## config.mk

```make
export PLATFORM = sky130hd
export DESIGN_NAME = nb_line_buffer
export DESIGN_NICKNAME = d
export VERILOG_FILES = /design/src/neighbor/nb_line_buffer.sv
export SDC_FILE = /design/constraint.sdc
export NUM_CORES = 1
export LEC_CHECK = 0
export ABC_CLOCK_PERIOD_IN_PS = 9580
export BUFFER_PORTS_ARGS = -buffer_cell sky130_fd_sc_hd__buf_4
export CORE_UTILIZATION = 40
export CTS_BUF_LIST = sky130_fd_sc_hd__clkbuf_16
export DETAILED_ROUTE_END_ITERATION = 16
export PLACE_DENSITY = 0.58
export SLEW_MARGIN = 20
export SYNTH_ARGS = -nofsm -noshare
export SYNTH_HDL_FRONTEND = slang
export SYNTH_SLANG_ARGS = --single-unit
export TNS_END_PERCENT = 100
```

## constraint.sdc

```tcl
create_clock -name clk -period 9.58 [get_ports clk]
set_input_delay 1.437 -clock clk [delete_from_list [all_inputs] [get_ports clk]]
set_output_delay 1.437 -clock clk [all_outputs]
set_load 0.01 [all_outputs]
```

## src/neighbor/nb_line_buffer.sv

```systemverilog
//--------------------------------------------------
// Line buffer memory
//--------------------------------------------------
`timescale 1ns/1ps

module nb_line_buffer #(
    parameter type payload_t = logic [7:0],
    parameter int  DEPTH     = 128
) (
    input  logic                     clk,
    input  logic                     wr_en,
    input  logic [$clog2(DEPTH)-1:0] wr_addr,
    input  payload_t                 wr_data,
    input  logic                     rd_en,
    input  logic [$clog2(DEPTH)-1:0] rd_addr,
    output payload_t                 rd_data
);

    payload_t mem [DEPTH];

    always_ff @(posedge clk) begin
        if (wr_en) begin
            mem[wr_addr] <= wr_data;
        end
    end

    // Read data lands one cycle after the address
    always_ff @(posedge clk) begin
        if (rd_en) begin
            rd_data <= mem[rd_addr];
        end
    end

endmodule

```

# After elaboration in Yosys (flattened, before gate mapping)
# Memories as Yosys holds them, arrays and structs flattened. A register that Yosys moved wholly into a read port is not among the register bits.
# Cells that the tools add are included.
# classes
mux	2
# op_table
cell	n
$mux W1	2
# totals
elab_cells	3
reg_bits	0
n_memories	1
ramBits	1024
out_inout_bits	8
input_bits	25
# memory_table
name	words	word_bits	read_ports	rd_ports_with_merged_regs	wr	line_no	rtl
mem	128	8	1	1	1	19	payload_t mem [DEPTH];

# Depth between registers and ports, before layout
# depth
word_depth	2
mapped_depth	7
ltp_nobuf	4

# Worst setup path after synthesis
# Ideal clock, no wire load.
# synth_path
path_kind	input -> register
startpoint	input port rd_addr[0]
endpoint	register rd_data[0] (netlist name), read port of mem (data pin)
path_slack_ns	5.500
n_path_buf	2
t_arrival_ns	3.821
setup_ns	0.260
stages	6
required_time_ns	9.320
cell_sequence	clkbuf_1 > buf_1 > mux4_2 > mux4_2 > mux4_2 > mux2_2
# synth_lines
element	line_no	rtl
from (decl)	15	input logic [$clog2(DEPTH)-1:0] rd_addr,
to (decl)	16	output payload_t rd_data

==> flow_summary.toml <==
[floorplan]
start_util_pct = 40.4
ios = 33
core_area_sq_um = 98400
die_area_sq_um = 101000
fp-row-count = 115
die_y_microns = 317
chipWidth_microns = 317

[cells_and_area]
stdcell_count = 3084
area_growth_pct = 12.5
fillCellCount = 8153
final_nets = 1741
final_layout_size_suffix_gt1_share_pct = 31.2

[outcome]
status = "completed"

[place]
placedCellCount = 2898
pre_cts_ws_ps = 4100
dpl.hpwl_mm = 55.0
io_buffer_count = 32
gp_congestion = 0.800

[timing]
fin_setup_tns_ps = 0
period_minus_slack_ps = 4590
relSlewSlack_pct = 24.4
rsz0062_at_grt = "no"
min_period_over_period_pct = 48.0
maxSlewViolCount = 0
hold_violations = 0
fin_ws_ps = 4990
tightest_slew_ps = 1130
worst_clock_skew_ps = 25.9
fmax_mhz = 218
finalSetupViolations = 0

[synth]
synthesis.area_sq_um = 39700
yosys_warnings = 0
synthFlopType = "edfxtp_1"
synth_edf_count = 1032
synth_top_area_share_pct = 78.0
synthXorXnorAreaFrac_pct = 0
ys_top_cells_by_area = "edfxtp_1 78%, mux4_2 19%, nor2_1 1.2%"
synth.top_cells.by_count = "1032 x edfxtp_1, 336 x mux4_2, 122 x nor2_1"
synth_most_common_cell = "edfxtp_1"
synthArstFlopShare_pct = 0
syn_inst = 1635
synth_compound_area_share_pct = 0
ys_seq_area_share_pct = 78.0
synth_top_family_by_area = "multiplexers"
synthAdderAreaFrac_pct = 0
synthSimpleGateAreaFrac_pct = 1.75
synth-seq-cells = 1032
avgSynthCellArea_sq_um = 24.3
synth_largest_area_cell = "edfxtp_1"
syn_nets = 1660
synth.area.mux_share_pct = 19.3
synth_cell_type_count = 16

[worst_setup_path]
critPathSlowestCell = "mux4_2"
path_class = "input pin to flip-flop"
start_kind = "input pin"
worst-path-buf-inv = 2
cp_top_family = "multiplexers"
end_kind = "flip-flop"
cp.arrival_ps = 5000
cp_max_fo = 92
cp.required_ps = 9990
cpMostUsedCell = "mux4_2"
critPathMaxStageDelay_ps = 660
path_cells = "buf_8, buf_12, mux4_2, mux4_2, mux4_2, mux2_2"

[power_and_ir_drop]
p_int_mw = 7.35
netSwitchingFraction_pct = 20.7
p_seq_share_pct = 53.9
power_frac_comb_pct = 4.9
ir_drop_mv = 0.169
p_leak_nw = 13.5
clkPwrFrac_pct = 41.2
power_density_nw_per_um2 = 207
power.switching_mw = 1.92

[clocking]
cts-buffers-inserted = 103
hold_buffers = 0
cts_tree = "done"
path_clk_slew_ps = 70
clockRootBuffer = "clkbuf_16"
clk_latency_ps = 660
cts_sinks = 1032
cts_resized = 0
postCtsSetupBuffers = 0
cts_max_level = 3
clk_path_buf_depth = 3

[detailed_routing]
wl_met3_mm = 5.90
vias = 17700
dr.pass1.iters = 5
routed-wl-met2_mm = 44.6
antenna_left = 0
routed_wl_mm = 92.8
wl_per_cell_microns = 30.1
met1Wirelength_mm = 40.4
via_per_inst = 5.73
drt_iter0_drc = 1755
drt_drc_violations_left = 0
top_layer = "met5"

[flow_run]
maxCapViolations = 0

[global_route]
grt_overflow = 0
grt_max_degree = 102
antenna_found_initial = 5
grt_use_total_pct = 18.9
grt_pass1_vias = 17900
grt_pass1_wl_mm = 134

[hold_path]
min_path_type = "input pin to flip-flop"
-- cells by family (layout without fill, tap and decap cells) --
kind of cell / count (synthesis) / after routing
buf+inv: 89 / 247
flops: 1032 / 1032
other cells: 0 / 4
mux: 344 / 344
simple gates: 170 / 170
-- final timing paths --
path              cells after the start         end  slack (ps)   startpoint
setup / recovery                      6  rd_data[6]        4990   rd_addr[0]
hold / removal                        1  rd_data[0]        1160        rd_en
setup reg to reg                      4  rd_data[6]        7000   mem[30][6]
hold reg to reg                       4  rd_data[5]        1200  mem[120][5]
-- metrics by stage --
stage          hold WS, ps  power (mW)  area (sq um)  utilization (%)
2_1_floorplan         1150        5.35         39700                -
3_3_place_gp          1200        5.55         41500             42.2
3_5_place_dp          1190        5.56         41500             42.2
4_1_cts               1110        9.35         44700             45.4
5_1_grt               1120        9.52         44700             45.4
6_report              1160        9.27         44700             45.4
-- final cells by class --
cell class | count | area [sq um] | area share, %
clock inverters | 76 | 534 | 1.19
clock buffers | 106 | 2650 | 5.93
flip-flops and latches | 1032 | 31000 | 69.3
well taps | 1287 | 1610 | 3.60
repair buffers | 65 | 523 | 1.17
diodes | 4 | 10.0 | 0.0224
multi-input cells | 514 | 8410 | 18.8
-- power by group through the flow --
stage	logic (mW)	clock network (mW)	registers (mW)
CTS	0.459	3.89	5.00
finish	0.450	3.82	5.00
detailed placement	0.459	0	5.10
global route	0.478	4.05	5.00
floorplan	0.252	0	5.09
global placement	0.452	0	5.10
-- state kept, by name, summed over array words and instances, names as in the netlist --
signal,flops
mem,1024
rd_data,8
-- layout by cell type (no fill, tap or decap), drive strengths merged --
cell type  count
clkinv        48
clkinvlp       3
inv           18
clkbuf       106
nand2         14
nand3         12
nor2         122
mux2           8
or3            1
nand4          3
buf           65
nor3           9
edfxtp      1032
nand2b         2
bufinv         7
diode          4
nor2b          7
mux4         336
-- metal layers --
| metal | vias to the layer above | GRT usage [%] |
|---|---|---|
| met3 | 125 | 3.24 |
| met1 | 9694 | 27.5 |
| li1 | 7213 | - |
| met4 | 6 | 4.93 |
| met2 | 632 | 29.6 |
| met5 | - | 0 |
(Power assumes the default switching activity.)
