==> config.mk <==
export PLATFORM = sky130hd
export DESIGN_NAME = nb_assemble
export DESIGN_NICKNAME = d
export VERILOG_FILES = /design/src/common/nb_pix_pkg.sv /design/src/neighbor/nb_assemble.sv
export SDC_FILE = /design/constraint.sdc
export NUM_CORES = 1
export LEC_CHECK = 0
export CORE_AREA = 2 2 429 431
export CTS_CLUSTER_DIAMETER = 30
export DETAILED_ROUTE_END_ITERATION = 10
export DIE_AREA = 0 0 431 433
export DONT_BUFFER_PORTS = 1
export RECOVER_POWER = 100
export SLEW_MARGIN = 20
export SYNTH_ARGS = -nofsm -noshare
export SYNTH_HDL_FRONTEND = slang
export SYNTH_SLANG_ARGS = --single-unit
export TNS_END_PERCENT = 30
==> constraint.sdc <==
create_clock -name clk -period 1.32 [get_ports clk]
set_input_delay 0.264 -clock clk [delete_from_list [all_inputs] [get_ports clk]]
set_output_delay 0.264 -clock clk [all_outputs]
set_load 0.05 [all_outputs]
==> src/common/nb_pix_pkg.sv <==
//--------------------------------------------------
// Neighbor sample types
//--------------------------------------------------

package nb_pix_pkg;

    typedef logic [7:0] sample_t;

    // Column 0 sits in byte 0
    typedef sample_t [15:0] luma_row_t;

    // Row 0 sits in byte 0
    typedef sample_t [15:0] luma_col_t;
    typedef sample_t [7:0]  chroma_col_t;

    // U in the low half, V in the high half
    typedef struct packed {
        chroma_col_t v;
        chroma_col_t u;
    } chroma_row_t;

    // Top row in bytes 0 to 15, top-right in bytes 16 to 19
    typedef sample_t [19:0] top_luma_t;

    localparam int TOP_RIGHT_W = 4;

    // Fill values for missing neighbors
    localparam sample_t FILL_LEFT = 8'd129;
    localparam sample_t FILL_TOP  = 8'd127;

endpackage

==> src/neighbor/nb_assemble.sv <==
//--------------------------------------------------
// Neighbor assembly and fills
//--------------------------------------------------
`timescale 1ns/1ps

module nb_assemble
    import nb_pix_pkg::*;
(
    input  logic        clk,
    input  logic        rst_n,
    input  logic        cap_top,
    input  logic        cap_top_right,
    input  logic        edge_take,
    input  logic        left_avail,
    input  logic        top_avail,
    input  logic        top_right_avail,
    input  luma_row_t   luma_rd,
    input  chroma_row_t chroma_rd,
    input  luma_col_t   edge_right_y,
    input  chroma_col_t edge_right_u,
    input  chroma_col_t edge_right_v,
    output top_luma_t   top_y,
    output chroma_col_t top_u,
    output chroma_col_t top_v,
    output luma_col_t   left_y,
    output chroma_col_t left_u,
    output chroma_col_t left_v,
    output sample_t     top_left_y,
    output sample_t     top_left_u,
    output sample_t     top_left_v
);

    luma_row_t                  top_y_q;
    chroma_row_t                top_c_q;
    sample_t [TOP_RIGHT_W-1:0]  top_tr_q;
    luma_col_t                  left_y_q;
    chroma_col_t                left_u_q;
    chroma_col_t                left_v_q;
    sample_t                    corner_y_q;
    sample_t                    corner_u_q;
    sample_t                    corner_v_q;

    //--------------------------------------------------
    // Line buffer capture
    //--------------------------------------------------
    always_ff @(posedge clk) begin
        if (cap_top) begin
            top_y_q <= luma_rd;
            top_c_q <= chroma_rd;
        end
        // Only the first samples of the next column matter
        if (cap_top_right) begin
            top_tr_q <= luma_rd[TOP_RIGHT_W-1:0];
        end
    end

    // Right edge becomes the next left, last top sample the next corner
    always_ff @(posedge clk or negedge rst_n) begin
        if (!rst_n) begin
            left_y_q   <= '0;
            left_u_q   <= '0;
            left_v_q   <= '0;
            corner_y_q <= '0;
            corner_u_q <= '0;
            corner_v_q <= '0;
        end else if (edge_take) begin
            left_y_q   <= edge_right_y;
            left_u_q   <= edge_right_u;
            left_v_q   <= edge_right_v;
            corner_y_q <= top_y_q[15];
            corner_u_q <= top_c_q.u[7];
            corner_v_q <= top_c_q.v[7];
        end
    end

    //--------------------------------------------------
    // Availability fills
    //--------------------------------------------------
    always_comb begin
        if (top_avail) begin
            top_y[15:0] = top_y_q;
            top_u       = top_c_q.u;
            top_v       = top_c_q.v;
            if (top_right_avail) begin
                top_y[19:16] = top_tr_q;
            end else begin
                top_y[19:16] = {TOP_RIGHT_W{top_y_q[15]}};
            end
        end else begin
            top_y = {20{FILL_TOP}};
            top_u = {8{FILL_TOP}};
            top_v = {8{FILL_TOP}};
        end
    end

    always_comb begin
        if (!left_avail) begin
            left_y     = {16{FILL_LEFT}};
            left_u     = {8{FILL_LEFT}};
            left_v     = {8{FILL_LEFT}};
            top_left_y = FILL_LEFT;
            top_left_u = FILL_LEFT;
            top_left_v = FILL_LEFT;
        end else begin
            left_y = left_y_q;
            left_u = left_u_q;
            left_v = left_v_q;
            // Corner follows the top row on the first picture row
            top_left_y = top_avail ? corner_y_q : FILL_TOP;
            top_left_u = top_avail ? corner_u_q : FILL_TOP;
            top_left_v = top_avail ? corner_v_q : FILL_TOP;
        end
    end

endmodule

# After elaboration in Yosys (flattened, before gate mapping)
# Cells that the tools add are included.
[word_totals]
register_bits = 568
in_bits = 520
out_inout_bits = 568
elab_cells = 84
[classes]
n_mux = 13
[ops]
columns = ["cell", "count"]
rows = [
  ["2-to-1 mux 64 bit", 4],
  ["2-to-1 mux 160 bit", 1],
  ["2-to-1 mux 128 bit", 1],
  ["2-to-1 mux 8 bit", 6],
  ["2-to-1 mux 32 bit", 1],
]

# Logic depth before layout (Yosys ltp)
[depth]
ltp_word = 2
mapped_depth = 5
depth_no_buf = 2

# Least setup slack after synthesis
# Ideal clock, no wire load.
[synth_timing]
kind = "input to output"
start = "in left_avail"
end = "out top_left_u[1]"
arrival_ns = 1.803
required_ns = 1.056
setup_slack_ns = -0.747
stages = 3
n_path_buf = 2
cell_sequence = "clkbuf_2 -> clkbuf_1 -> a21boi_0"
[synth_between]
elab_chain_len = 1
[synth_rtl]
columns = ["element", "line_no", "source"]
rows = [
  ["from (decl)", "nb_assemble.sv:14", "input logic left_avail,"],
  ["2-to-1 mux 8 bit", "nb_assemble.sv:97", "if (!left_avail) begin"],
  ["to (decl)", "nb_assemble.sv:29", "output sample_t top_left_u,"],
]
# Every way passes these cells.

# Final worst setup path
[layout_timing]
start = "in left_avail"
end = "out top_left_y[0]"
[layout_between]
elab_chain_len = 1
[layout_rtl]
columns = ["element", "line_no", "source"]
rows = [
  ["2-to-1 mux 8 bit", "nb_assemble.sv:97", ""],
  ["to (decl)", "nb_assemble.sv:28", "output sample_t top_left_y,"],
]
# Every way passes these cells.

==> impl_metrics.csv <==
group,metric,value,unit
worst_setup_path,rrSetupSlack,-0.13,ns
worst_setup_path,crit_required,1.06,ns
worst_setup_path,path_class,"input port to primary output",
sta,setup_viol,670,
place,port-buffer-count,0,
synth,seq_area_frac_synth,0.6757,
route,vias,18760,
synth,syn-cell-area,23170,um^2
finish,layout_commonest_cell,"dlygate4sd3_1",
place,gp_congestion,0.8623,
synth,syn_nets,2117,
route,vias_per_cell,3.431,
synth,synth_top_area_frac,0.3733,
synth,netlist_instances,1597,
route,drc_errors,0,
sta,setup_ws,-0.9410,ns
global_routing,grt_max_degree,311,
place,dp.cells,4400,
finish,final_cell_mix,"dlygate4sd3_1, edfxtp_1, dfrtp_1, mux2_2, buf_6",
power,irDropWorstVdd,1.183,mV
synth,syn_avg_cell_area,14.51,um^2
global_routing,grt_pass1_vias,20170,
finish,design_area,46170,um^2
synth,yosys.area.top_type,"edfxtp_1",
cts,cts_buffer_depth,3,
die,io_pins,1088,
cts,clock_latency,0.77,ns
cts,clk_pin_slew,0.04,ns
status,violations,"negative hold slack, max-slew violations, negative setup slack",
worst_setup_path,crit_family,"simple AND/OR/NAND/NOR gates",
synth,synth-seq-cells,568,
sta,fin_crit_sh,1.713,
sta,tns,-297.52,ns
sta,fin_skew,0.02290,ns
finish,layout.cells.non_filler,5467,
cts,ctsHoldBuffers,725,
die,fp.dieH,433,um
worst_setup_path,end_kind,"primary output",
cts,cts_tree,"done",
worst_setup_path,critPathLaunchType,"input port",
sta,hold_viol,457,
die,initial_core_util,0.1272,
sta,rsz0062_at_grt,"yes",
worst_setup_path,crit_chain,"nand2_1 > or2_4",
global_routing,grt_util_met2,0.1995,
die,dieArea,186600,um^2
global_routing,grt_busiest_layer,"met2",
sta,post-route-min-period,2.261,ns
route,drtAntennaViolNets,0,
die,core,182100,um^2
global_routing,antenna_found_initial,47,
route,firstDrtPassIters,5,
worst_setup_path,rr_startpoint,"left_u_q[44]",
sta,slew_headroom,-0.07652,
finish,nets,3453,
global_routing,gr-total-overflow,0,
place,dp_hpwl,75730,um
global_routing,grt_pass1_wl,153800,um
power,power.leakage,18.64,nW
die,rows,157,
global_routing,gr-usage-all-layers,0.1171,
worst_hold_path,hp-class,"input port to asynchronous set/reset pin",
power,power_per_cell_area,1632,nW/um^2
status,run_status,"complete, but fails checks",
finish,drive_above_1_share,0.4333,
finish,area_growth,99.27,%
worst_setup_path,slowest_stage,"nand2_1",
sta,tightest_slew,1.615,ns
die,die_w,431,um
synth,ys_warn_count,0,
worst_setup_path,cp.arrival,2.00,ns
synth,synth_area_leaders,"edfxtp_1, dfrtp_1, mux2_2",
global_routing,met3_usage,0.05315,
flow_run,maxCapViolCount,0,
worst_setup_path,regToRegEndpoint,"left_u_q[44]",
route,dr.first_iter.drc_count,934,
place,placedInstanceArea,31030,um^2
route,wl_per_cell,21.08,um
worst_setup_path,critPathMaxFanout,279,
worst_setup_path,slowest_delay,0.66,ns
place,pre_cts_ws,-0.2115,ns
sta,fmax,0.4423,GHz
sta,slew_viol_final,106,
worst_setup_path,crit_buf_inv,0,
sta,fin_hold_ws,-0.8091,ns
cts,htree_levels,4,
cts,cts_buffers,161,
global_routing,met1_usage,0.1238,
synth,synth.distinct_cells,18,
route,totalWireLength,115200,um
cts,clockRootBuffer,"clkbuf_16",
cts,cts_sinks,568,
worst_setup_path,reg2reg_depth,3,
## worst max path at each step
stage / startpoint / endpoint / slack [ns] / cells past startpoint
3_3_place_gp: top_y_q[120] / top_y[136] / -0.22 / 4
5_1_grt: top_y_q[120] / top_y[144] / -0.91 / 5
3_5_place_dp: top_y_q[120] / top_y[136] / -0.21 / 4
2_1_floorplan: top_avail / top_y[137] / -0.13 / 4
6_report: left_avail / top_left_y[0] / -0.94 / 2
4_1_cts: top_y_q[120] / top_y[128] / -0.95 / 4
## power by group
part	internal [W]	total, W	switching (W)	leakage [nW]
logic	0.00621	0.0134	0.00719	9.84
registers	0.0204	0.0213	0.000868	6.10
clock network	0.0279	0.0407	0.0128	2.70
## final cells by class
cell class	count	area [um^2]
flip-flops and latches	568	15660
clock inverters	103	1411
clock buffers	194	4254
fillers	18280	135900
multi-input cells	910	7794
repair buffers	1274	13960
well taps	2385	2984
diodes	15	37.54
inverters	18	70.07
## synth_stat cells
master and instances:
a21boi_0 22, and2_1 224, buf_1 12, buf_2 47, buf_4 1, buf_6 22, clkbuf_1 16, clkbuf_2 3
dfrtp_1 280, edfxtp_1 288, inv_1 18, mux2_2 262, nand2_1 57, nand2b_1 292, nand3_1 28, o21ai_0 18
or2_2 3, or2b_1 4
## sequential cells by signal, summed over array words and instances, names as in the netlist
signal      flops
left_y_q      128
top_c_q       128
top_y_q       128
left_u_q       64
left_v_q       64
top_tr_q       32
corner_u_q      8
corner_v_q      8
corner_y_q      8
## worst register-to-register path: cells and delay by family, from the launching register on
| family | cells | cell delay [ns] |
|---|---|---|
| flip-flops | 1 | 0.38 |
| buffers and inverters | 2 | 0.69 |
| multiplexers | 1 | 0.26 |
## kinds of logic (layout without fill, tap and decap cells)
family	after synthesis	after routing	synth area share
compound gates	40	40	0.01102
buf+inv	119	1589	0.02927
flops	568	568	0.6757
mux	262	262	0.1273
other cells	0	15	0
simple gates	608	608	0.1567
## metal layers
| metal | wire length [um] | share of wire |
|---|---|---|
| met4 | 4887 | 0.042 |
| met3 | 10810 | 0.094 |
| met1 | 41560 | 0.36 |
| met5 | 19 | 0.00016 |
| met2 | 57960 | 0.50 |
## through the flow
step / total power, W / util
4_1_cts: 0.07574 / 0.2503
5_1_grt: 0.07781 / 0.2535
2_1_floorplan: 0.02788 / -
3_3_place_gp: 0.03116 / 0.1704
6_report: 0.07533 / 0.2535
3_5_place_dp: 0.03123 / 0.1704
## timing repair
action                     in CTS  in global routing
gates resized for setup       424                135
buffers inserted               21                  9
pin swaps                      47                  6
hold endpoints to repair     1136                580
setup endpoints to repair     568                721
Note: power is estimated with default switching activity, not from simulation.
