File: config.mk
export PLATFORM = sky130hd
export DESIGN_NAME = nb_sequencer
export DESIGN_NICKNAME = d
export VERILOG_FILES = /design/src/common/nb_cfg_pkg.sv /design/src/neighbor/nb_sequencer.sv
export SDC_FILE = /design/constraint.sdc
export NUM_CORES = 1
export LEC_CHECK = 0
export ABC_CLOCK_PERIOD_IN_PS = 2520
export BUFFER_PORTS_ARGS = -buffer_cell sky130_fd_sc_hd__buf_4
export CAP_MARGIN = 20
export CELL_PAD_IN_SITES_DETAIL_PLACEMENT = 0
export CELL_PAD_IN_SITES_GLOBAL_PLACEMENT = 2
export CORE_MARGIN = 3
export CORE_UTILIZATION = 26
export CTS_BUF_LIST = sky130_fd_sc_hd__clkbuf_4 sky130_fd_sc_hd__clkbuf_8 sky130_fd_sc_hd__clkbuf_16
export CTS_CLUSTER_SIZE = 25
export DETAILED_ROUTE_END_ITERATION = 8
export GPL_TIMING_DRIVEN = 0
export PLACE_DENSITY_LB_ADDON = 0.1
export SLEW_MARGIN = 20
export SYNTH_ARGS = -nofsm -noshare
export SYNTH_HDL_FRONTEND = slang
export SYNTH_SLANG_ARGS = --single-unit
File: constraint.sdc
create_clock -name clk -period 2.52 [get_ports clk]
set_clock_uncertainty 0.15 [all_clocks]
set_input_delay 0.126 -clock clk [delete_from_list [all_inputs] [get_ports clk]]
set_output_delay 0.126 -clock clk [all_outputs]
set_load 0.01 [all_outputs]
File: src/common/nb_cfg_pkg.sv
//--------------------------------------------------
// Neighbor store configuration
//--------------------------------------------------

package nb_cfg_pkg;

    // Picture size limits
    localparam int MAX_MB_WIDTH = 128;
    localparam int MB_ADDR_W    = 7;

    // APB address decode
    localparam int APB_ADDR_W = 8;

    //--------------------------------------------------
    // Register map
    //--------------------------------------------------
    // Bit 0 written as 1 starts a frame
    localparam logic [APB_ADDR_W-1:0] REG_CTRL      = 8'h00;
    localparam logic [APB_ADDR_W-1:0] REG_MB_WIDTH  = 8'h04;
    localparam logic [APB_ADDR_W-1:0] REG_MB_HEIGHT = 8'h08;
    // Busy, frame_done and current position, read only
    localparam logic [APB_ADDR_W-1:0] REG_STATUS    = 8'h0C;

endpackage

File: src/neighbor/nb_sequencer.sv
//--------------------------------------------------
// Macroblock sequencer
//--------------------------------------------------
`timescale 1ns/1ps

module nb_sequencer
    import nb_cfg_pkg::*;
(
    input  logic                 clk,
    input  logic                 rst_n,
    input  logic                 frame_start,
    input  logic [MB_ADDR_W-1:0] mb_width,
    input  logic [MB_ADDR_W-1:0] mb_height,
    input  logic                 edge_valid,
    output logic                 edge_ready,
    output logic                 nb_valid,
    output logic                 rd_en,
    output logic [MB_ADDR_W-1:0] rd_addr,
    output logic                 wr_en,
    output logic [MB_ADDR_W-1:0] wr_addr,
    output logic                 cap_top,
    output logic                 cap_top_right,
    output logic                 edge_take,
    output logic                 left_avail,
    output logic                 top_avail,
    output logic                 top_right_avail,
    output logic                 busy,
    output logic                 frame_done,
    output logic [MB_ADDR_W-1:0] mb_x,
    output logic [MB_ADDR_W-1:0] mb_y
);

    typedef enum logic [5:0] {
        S_IDLE  = 6'b000001,
        S_READ  = 6'b000010,
        S_WAIT  = 6'b000100,
        S_STORE = 6'b001000,
        S_VALID = 6'b010000,
        S_WRITE = 6'b100000
    } state_t;

    state_t state;
    state_t state_nxt;
    logic   last_col;
    logic   last_mb;
    logic   start;

    assign last_col = (mb_x == mb_width - 1'b1);
    assign last_mb  = last_col && (mb_y == mb_height - 1'b1);
    assign start    = frame_start && (state == S_IDLE);

    always_comb begin
        state_nxt = state;
        case (state)
            S_IDLE:  state_nxt = frame_start ? S_READ : S_IDLE;
            S_READ:  state_nxt = S_WAIT;
            S_WAIT:  state_nxt = S_STORE;
            S_STORE: state_nxt = S_VALID;
            // Hold here until the edge arrives
            S_VALID: state_nxt = edge_valid ? S_WRITE : S_VALID;
            S_WRITE: state_nxt = last_mb ? S_IDLE : S_READ;
            default: state_nxt = S_IDLE;
        endcase
    end

    //--------------------------------------------------
    // State, raster counters and done flag
    //--------------------------------------------------
    always_ff @(posedge clk or negedge rst_n) begin
        if (!rst_n) begin
            state      <= S_IDLE;
            mb_x       <= '0;
            mb_y       <= '0;
            frame_done <= 1'b0;
        end else begin
            state <= state_nxt;
            if (start) begin
                mb_x       <= '0;
                mb_y       <= '0;
                frame_done <= 1'b0;
            end else if (state == S_WRITE) begin
                if (last_mb) begin
                    frame_done <= 1'b1;
                end else if (last_col) begin
                    mb_x <= '0;
                    mb_y <= mb_y + 1'b1;
                end else begin
                    mb_x <= mb_x + 1'b1;
                end
            end
        end
    end

    // Top row at x, then top-right at x+1
    assign rd_en   = (state == S_READ) || (state == S_WAIT);
    assign rd_addr = (state == S_WAIT) ? mb_x + 1'b1 : mb_x;

    assign cap_top       = (state == S_WAIT);
    assign cap_top_right = (state == S_STORE);

    assign nb_valid   = (state == S_VALID);
    assign edge_ready = nb_valid;
    assign edge_take  = nb_valid && edge_valid;

    // Bottom row is written in the transfer cycle itself
    assign wr_en   = edge_take;
    assign wr_addr = mb_x;

    assign left_avail      = (mb_x != '0);
    assign top_avail       = (mb_y != '0);
    assign top_right_avail = top_avail && !last_col;

    assign busy = (state != S_IDLE);

endmodule

[Yosys cells after proc, flatten, opt, wreduce, memory -nomap -nowiden]
Cells that the tools add are included.
Cells by class
  $add $sub $neg: 4
  eq/ne operators: 10
  muxes and demuxes: 16
  reductions and logical operators: 14
Operators by type and width (number)
  $mux 7: 9
  $pmux 6 s6: 1
  $add 7x1->7 const B: 2
  $eq 7x7->1: 2
  $reduce_bool 7->1: 2
  $sub 7x1->7 const B: 2
  $eq 6x1->1 const B: 1
  $eq 6x2->1 const B: 1
  $eq 6x3->1 const B: 1
  $eq 6x4->1 const B: 1
  $eq 6x5->1 const B: 1
  $eq 6x6->1 const B: 1
  $mux 6: 1
  $ne 6x1->1 const B: 1
  $reduce_bool 2->1: 3
  $logic_and 1x1->1: 4
  $mux 2: 2
  $reduce_and 2->1: 2
  $mux 1: 3
  $reduce_and 3->1: 1
  $ne 2x1->1 const B: 1
  $logic_not 1->1: 1
  $logic_or 1x1->1: 1
Word-level totals
  register bits: 21
  input bits: 18
  output and inout bits: 40
  word-level logic and storage cells: 48

[Logic depth before layout (Yosys ltp)]
Gate-level depths: netlist of run 1.
  depth after elaboration: 6
  mapped depth: 9
  depth with buffers taken out: 8

[Worst setup path after synthesis of run 1]
No wires, ideal clock.
  path kind: register -> register
  start point: register state[4]
  end point: register mb_y[5]
  setup time: 0.078 ns
  arrival time: 2.290 ns
  data required time: 2.292 ns
  slack: 0.002 ns
  cell stages (with the launch flop): 7
  buffers on the path: 1
  period minus slack after synthesis: 2.518 ns
  cell sequence: dfrtp_1 or4b_4 or3_1 buf_2 or3_1 or4_1 a21oi_1
Between the ends
  cells in the longest elaborated chain, start to end: 4
  elaborated cells between the ends (all ways): 8
  classes of those cells: 3 x eq/ne; 1 x mux; 4 x reduce/logical
RTL lines
  start: declaration: line nb_sequencer.sv:42  | state_t state;
  start signal: assignment: line nb_sequencer.sv:76  | state <= state_nxt;
  $eq 6x1->1: line nb_sequencer.sv:50  | assign start = frame_start && (state == S_IDLE);
  $logic_and 1x1->1: line nb_sequencer.sv:50
  $ne 2x1->1 (no line) / $reduce_bool 2->1 (equally long branches)
  $reduce_and 3->1 (no line)
  end signal: assignment: line nb_sequencer.sv:86  | mb_y <= mb_y + 1'b1;
  end: declaration: line nb_sequencer.sv:30  | output logic [MB_ADDR_W-1:0] mb_y
Parallel ways exist; a longest one is shown, timed or not.
A chain may end at the register's enable or synchronous reset.

[Worst setup path in the final report of run 1]
  start point: register state[1]
  end point: register mb_x[5]
Between the ends
  cells in the longest elaborated chain, start to end: 4
  elaborated cells between the ends (all ways): 7
  classes of those cells: 3 x eq/ne; 1 x mux; 3 x reduce/logical
RTL lines
  $eq 6x1->1: line nb_sequencer.sv:50
  $logic_and 1x1->1: line nb_sequencer.sv:50
  $ne 2x1->1 (no line) / $reduce_bool 2->1 (equally long branches)
  $reduce_and 2->1 (no line)
  end signal: assignment: line nb_sequencer.sv:88  | mb_x <= mb_x + 1'b1;
  end: declaration: line nb_sequencer.sv:29  | output logic [MB_ADDR_W-1:0] mb_x,
Parallel ways exist; a longest one is shown, timed or not.

==> results of run 1 <==
power breakdown:
group	total [uW]	internal (uW)	switching [uW]
Clock	244	124	120
Sequential	397	368	29.3
Combinational	410	187	223
sequential cells by signal, summed over array words and instances, names as in the netlist:
register and count:
mb_x 7, state 6, frame_done 1, mb_y 7
stage by stage:
step	total power, uW	util (%)	hold slack (ps)	instances	setup slack, ps
after floorplan	621	-	-320	217	2.50
after global placement	766	35.7	-111	351	-316
after detailed placement	763	35.7	-115	351	-325
after CTS	1050	38.2	148	363	10.5
after global routing	1140	39.3	170	365	1.07
final	1050	39.3	136	365	32.9
cells in the mapped netlist (4+ instances only):
cell type and instances:
nor4_1 6, o21ai_0 11, nor3_1 6, or3_1 6, nand3b_1 4, clkbuf_1 6, nand3_1 7, dfrtp_1 20
nand2b_1 4, xor2_1 10, ha_1 6, a21oi_1 6, mux2i_1 7, nor2_1 9, o211ai_1 6, inv_1 15
xnor2_1 10, buf_4 9, and2_1 5, nand2_1 18, and3_1 5, or4_1 4
cell families (layout without fill, tap and decap cells):
logic type / after synthesis / count (layout) / synth area share (%)
and+or+nand+nor: 86 / 86 / 26.6
adders and majority gates: 6 / 6 / 4.15
buffers and inverters: 33 / 104 / 8.85
muxes: 7 / 7 / 3.87
xor gates and xnor gates: 22 / 22 / 12.2
AOI/OAI and AO/OA: 42 / 42 / 15.3
DFF: 21 / 21 / 29.1
per-layer routing:
metal | GRT usage (%) | part of all wire, % | up-vias
met5 | 0 | 0 | -
met4 | 3.25 | 0.68 | 0
met3 | 1.66 | 4.1 | 4
met2 | 22.0 | 48 | 29
met1 | 19.2 | 48 | 886
li1 | - | - | 917
how the worst max path moves through the flow:
| stage | startpoint | slack [ps] | end | cells after the start |
|---|---|---|---|---|
| floorplan | state[4] | 2 | mb_y[5] | 6 |
| global placement | mb_height[0] | -320 | mb_x[6] | 10 |
| detailed placement | mb_height[0] | -330 | mb_x[6] | 10 |
| CTS | mb_y[5] | 10 | state[1] | 8 |
| global route | state[1] | 1 | mb_x[5] | 6 |
| finish | state[1] | 30 | mb_x[5] | 6 |
cell type report:
class	instances	area (um^2)	share of cell area [%]
clock buffer	4	48.8	1.90
buffer	12	85.1	3.32
inverter	16	60.1	2.34
multi-input combinational	163	1190	46.6
tap	77	96.3	3.75
timing repair buffer	72	552	21.5
sequential	21	529	20.6
repair_timing:
action	in CTS	in global routing
gates cloned	0	0
hold buffers	3	0
pin swaps	5	5
setup buffers	7	5
setup endpoints to repair	18	19
hold endpoints to repair	24	0
resized for setup	13	13
==> qor.yml, run 1 <==
status:
  status: "complete, no violations"
setup_path:
  start_kind: "register"
  critPathTopFamily: "simple AND/OR/NAND/NOR gates"
  cp_slowest_cell: "or4b_4"
  timing.rr.start: "state[1]"
  reg2reg_slack_ps: 30
  worstPathRequired_ps: 2550
  setup.worst_path.class: "register to register"
  crit_chain: "or4b_4 > or3_4 > buf_6 > or3_4 > or3_4 > o31ai_2"
  crit_buf_inv: 1
  cp_common_cell: "or3_4"
  end_kind: "register"
  r2r-end: "mb_x[5]"
  reg2regPathDepth: 6
  max_stage_delay_ps: 520
  critPathMaxFanout: 5
  arrival_ps: 2520
yosys:
  synth_top_area_share_pct: 27.6
  syn_nets: 241
  avgSynthCellArea_um2: 8.34
  synthArstFlopShare_pct: 100
  yosys-top-cells-area: "dfrtp_1 28%, xnor2_1 4.8%, xor2_1 4.8%"
  ys_seq_elements: 21
  netlist_instances: 217
  synth-seq-area-share_pct: 29.1
  syn_area_um2: 1810
  synth_ff_type: "dfrtp_1"
  synth_area_leader_cell: "dfrtp_1"
  synth_edf_count: 0
  synth.distinct_cells: 46
  yosys_warnings: 0
global_routing:
  grt_first_pass_wirelength_um: 8460
  antenna_found_initial: 0
  grt.total_usage_pct: 13.6
  grt_max_degree: 22
  grt_pass1_vias: 1670
  overflow: 0
drt:
  num_vias: 1836
  wl_um: 5320
  ant_nets: 0
  wl_per_cell_um: 14.6
  drt_iter0_drc: 58
  viasPerCell: 5.03
  drt_pass1_iterations: 4
  drc_errors: 0
cells_and_area:
  fin_area_um2: 2570
  layout_common_cells: "78 x buf_4, 18 x dfrtp_1, 17 x nand2_1, 15 x inv_1"
  drive_gt1_share_pct: 35.8
  nets: 313
  area_growth_pct: 41.7
  fillers: 683
  final_common_cell: "buf_4"
  antenna_cells: 0
clock_tree:
  cts-buffers-inserted: 3
  ctsHtreeMaxLevel: 1
  clockBufferDepth: 2
  cts_tree: "yes"
  root_buffer: "clkbuf_8"
  clock_latency_ps: 260
  cts.clk_slew.worst_paths_ps: 80
  cts_sinks: 21
sta:
  worst_slew_pin_slew_ps: 630
  finalSetupTns_ps: 0
  setup_viol: 0
  min_period_ps: 2490
  drv_slew: 0
  fmaxAchievable_mhz: 402
  final-hold-violation-count: 0
  slew_headroom_pct: 57.6
  post-route-period-util_pct: 98.7
  rsz0062_at_grt: "no"
job:
  cap_viol_max_count: 0
place:
  dpl_cell_area_um2: 2330
  dp.final_hpwl_um: 4010
  gp_congestion: 0.733
  port_buffers: 57
power:
  irDropWorstVdd_mv: 0.377
  p_leak_uw: 0.00122
  power_density_nw_per_um2: 409
floorplan:
  dieHeight_um: 89.4
  initial_core_util_pct: 27.7
  dieArea_um2: 8000
  coreArea_um2: 6530
  num_io_pins: 58
  dieWidth_um: 89.4
  num_rows: 29
hold_path:
  hp-class: "input port to asynchronous set/reset pin"
Note: power is estimated with default switching activity, not from simulation.
==> run 2: changes to the inputs <==
CTS_BUF_LIST = sky130_fd_sc_hd__clkbuf_8 sky130_fd_sc_hd__clkbuf_16   (was sky130_fd_sc_hd__clkbuf_4 sky130_fd_sc_hd__clkbuf_8 sky130_fd_sc_hd__clkbuf_16)
==> run 2 against run 1 <==
Net effect:
- via count is essentially flat
- design area shrank 0.15%
- sequential share of layout area barely moved
- sequential power about the same
- core utilization decreased by 0.057 points
- first-iteration DRC count did not move
- critical path type unchanged
==> qor.yml, run 2 (synthesis results as in run 1) <==
status:
  status: "complete, no violations"  # unchanged
clock_tree:
  cts_tree: "yes"  # unchanged
  clock_latency_ps: 260  # about the same
  cts-buffers-inserted: 3  # unchanged
  clockBufferDepth: 2  # unchanged
  ctsHtreeMaxLevel: 1  # unchanged
  cts.clk_slew.worst_paths_ps: 80  # about the same
  cts_sinks: 21  # unchanged
  root_buffer: "clkbuf_8"  # unchanged
setup_path:
  timing.rr.start: "state[1]"  # unchanged
  reg2reg_slack_ps: 30  # about the same
  r2r-end: "mb_x[5]"  # unchanged
  worstPathRequired_ps: 2550  # about the same
  setup.worst_path.class: "register to register"  # unchanged
  startpoint: "state[1]"  # unchanged
  end_kind: "register"  # unchanged
  critPathMaxFanout: 5  # unchanged
  crit_end: "mb_x[5]"  # unchanged
  arrival_ps: 2520  # about the same
  reg2regPathDepth: 6  # unchanged
  start_kind: "register"  # unchanged
floorplan:
  initial_core_util_pct: 27.7  # unchanged
  dieHeight_um: 89.4  # unchanged
  dieWidth_um: 89.4  # unchanged
  dieArea_um2: 8000  # unchanged
  coreArea_um2: 6530  # unchanged
  num_rows: 29  # unchanged
  num_io_pins: 58  # unchanged
drt:
  drt_iter0_drc: 58  # unchanged
  num_vias: 1835  # was 1836
  viasPerCell: 5.03  # about the same
  wl_um: 5310  # was 5320 um
  ant_nets: 0  # unchanged
  drc_errors: 0  # unchanged
  wl_per_cell_um: 14.5  # was 14.6 um
  drt_pass1_iterations: 4  # unchanged
power:
  power_density_nw_per_um2: 403  # was 409 nW/um^2
  power.switching_uw: 370  # was 372 uW
  irDropWorstVdd_mv: 0.376  # was 0.377 mV
  p_int_uw: 663  # was 678 uW
  p_sw_share_pct: 35.8  # was 35.4%
  combPwrFrac_pct: 39.7  # was 39.0%
  p_leak_uw: 0.00122  # about the same
  p_clk_share_pct: 21.9  # was 23.2%
  power_frac_seq_pct: 38.4  # was 37.8%
sta:
  fin_hold_ws_ps: 138  # was 136 ps
  rsz0062_at_grt: "no"  # unchanged
  setup_ws_ps: 33.0  # was 32.9 ps
  setup_viol: 0  # unchanged
  slew_headroom_pct: 57.6  # unchanged
  post-route-period-util_pct: 98.7  # about the same
  min_period_ps: 2490  # about the same
  final-hold-violation-count: 0  # unchanged
  fmaxAchievable_mhz: 402  # about the same
  worst_slew_pin_slew_ps: 630  # unchanged
  drv_slew: 0  # unchanged
  finalSetupTns_ps: 0  # unchanged
global_routing:
  antenna_found_initial: 0  # unchanged
  overflow: 0  # unchanged
  grt_pass1_vias: 1670  # unchanged
  grt_max_degree: 22  # unchanged
  grt.total_usage_pct: 13.6  # unchanged
  grt_first_pass_wirelength_um: 8460  # unchanged
place:
  dp_cells: 351  # unchanged
  dpl_cell_area_um2: 2330  # unchanged
  port_buffers: 57  # unchanged
  dp_slack_ps: -325  # unchanged
  dp.final_hpwl_um: 4010  # unchanged
  gp_congestion: 0.733  # unchanged
job:
  cap_viol_max_count: 0  # unchanged
cells_and_area:
  final_common_cell: "buf_4"  # unchanged
  antenna_cells: 0  # unchanged
  fin_area_um2: 2560  # was 2570 um^2
  nets: 313  # unchanged
  drive_gt1_share_pct: 35.4  # was 35.8%
  stdcell_count: 365  # unchanged
  layout_common_cells: "78 x buf_4, 18 x dfrtp_1, 17 x nand2_1, 16 x inv_1"  # was 78 x buf_4, 18 x dfrtp_1, 17 x nand2_1, 15 x inv_1
  reg.largest.list: "mb_x (7), mb_y (7), state (6)"  # unchanged
  area_growth_pct: 41.5  # was 41.7%
  fillers: 682  # was 683
hold_path:
  hp-class: "input port to asynchronous set/reset pin"  # unchanged
run 2: worst min-delay path by stage:
stage / from / to / slack (ps) / depth (start not counted)
floorplan: rst_n / frame_done / -320 / 0
global placement: rst_n / state[4] / -110 / 1
detailed placement: rst_n / state[4] / -120 / 1
CTS: rst_n / state[2] / 150 / 2
global route: rst_n / state[3] / 170 / 2
finish: rst_n / state[2] / 140 / 2
run 2: area by class of cell:
cell class                      count  area, um^2  share of cell area, %
Clock inverter                      1        3.75                  0.146
Timing Repair Buffer               72         552                   21.5
Inverter                           16        60.1                   2.34
Clock buffer                        3        41.3                   1.61
Buffer                             12        85.1                   3.32
Multi-Input combinational cell    163        1190                   46.6
Tap cell                           77        96.3                   3.76
Sequential cell                    21         529                   20.7
run 2: what timing repair did:
| item | in CTS | in global routing |
|---|---|---|
| hold buffers | 3 | 0 |
| hold endpoints to repair | 24 | 0 |
| pin swaps | 5 | 5 |
| setup buffers | 7 | 5 |
| gates resized for setup | 13 | 13 |
| endpoints found under the setup margin | 18 | 19 |
run 2: power by group through the flow:
stage	combinational, uW	sequential (uW)	clock, uW
floorplan	216	405	0
global placement	345	420	0
detailed placement	345	418	0
CTS	403	394	235
global route	463	401	257
finish	410	397	226
run 2: metrics by stage:
stage                     util (%)  power (uW)
after floorplan                  -         621
after global placement        35.7         766
after detailed placement      35.7         763
after CTS                     38.2        1030
after global routing          39.2        1120
final                         39.2        1030
run 2: layer usage:
metal | track usage [%] | vias to the layer above | routed length [um]
met4 | 3.25 | 0 | 36
met5 | 0 | - | 0
met3 | 1.66 | 4 | 218
li1 | - | 917 | -
met1 | 19.2 | 885 | 2520
met2 | 22.0 | 29 | 2530
run 2: critical path, cell delays in order (launching register included):
cell	delay, ps
dfrtp_2	420
or4b_4	520
or3_4	370
buf_6	150
or3_4	370
or3_4	370
o31ai_2	60
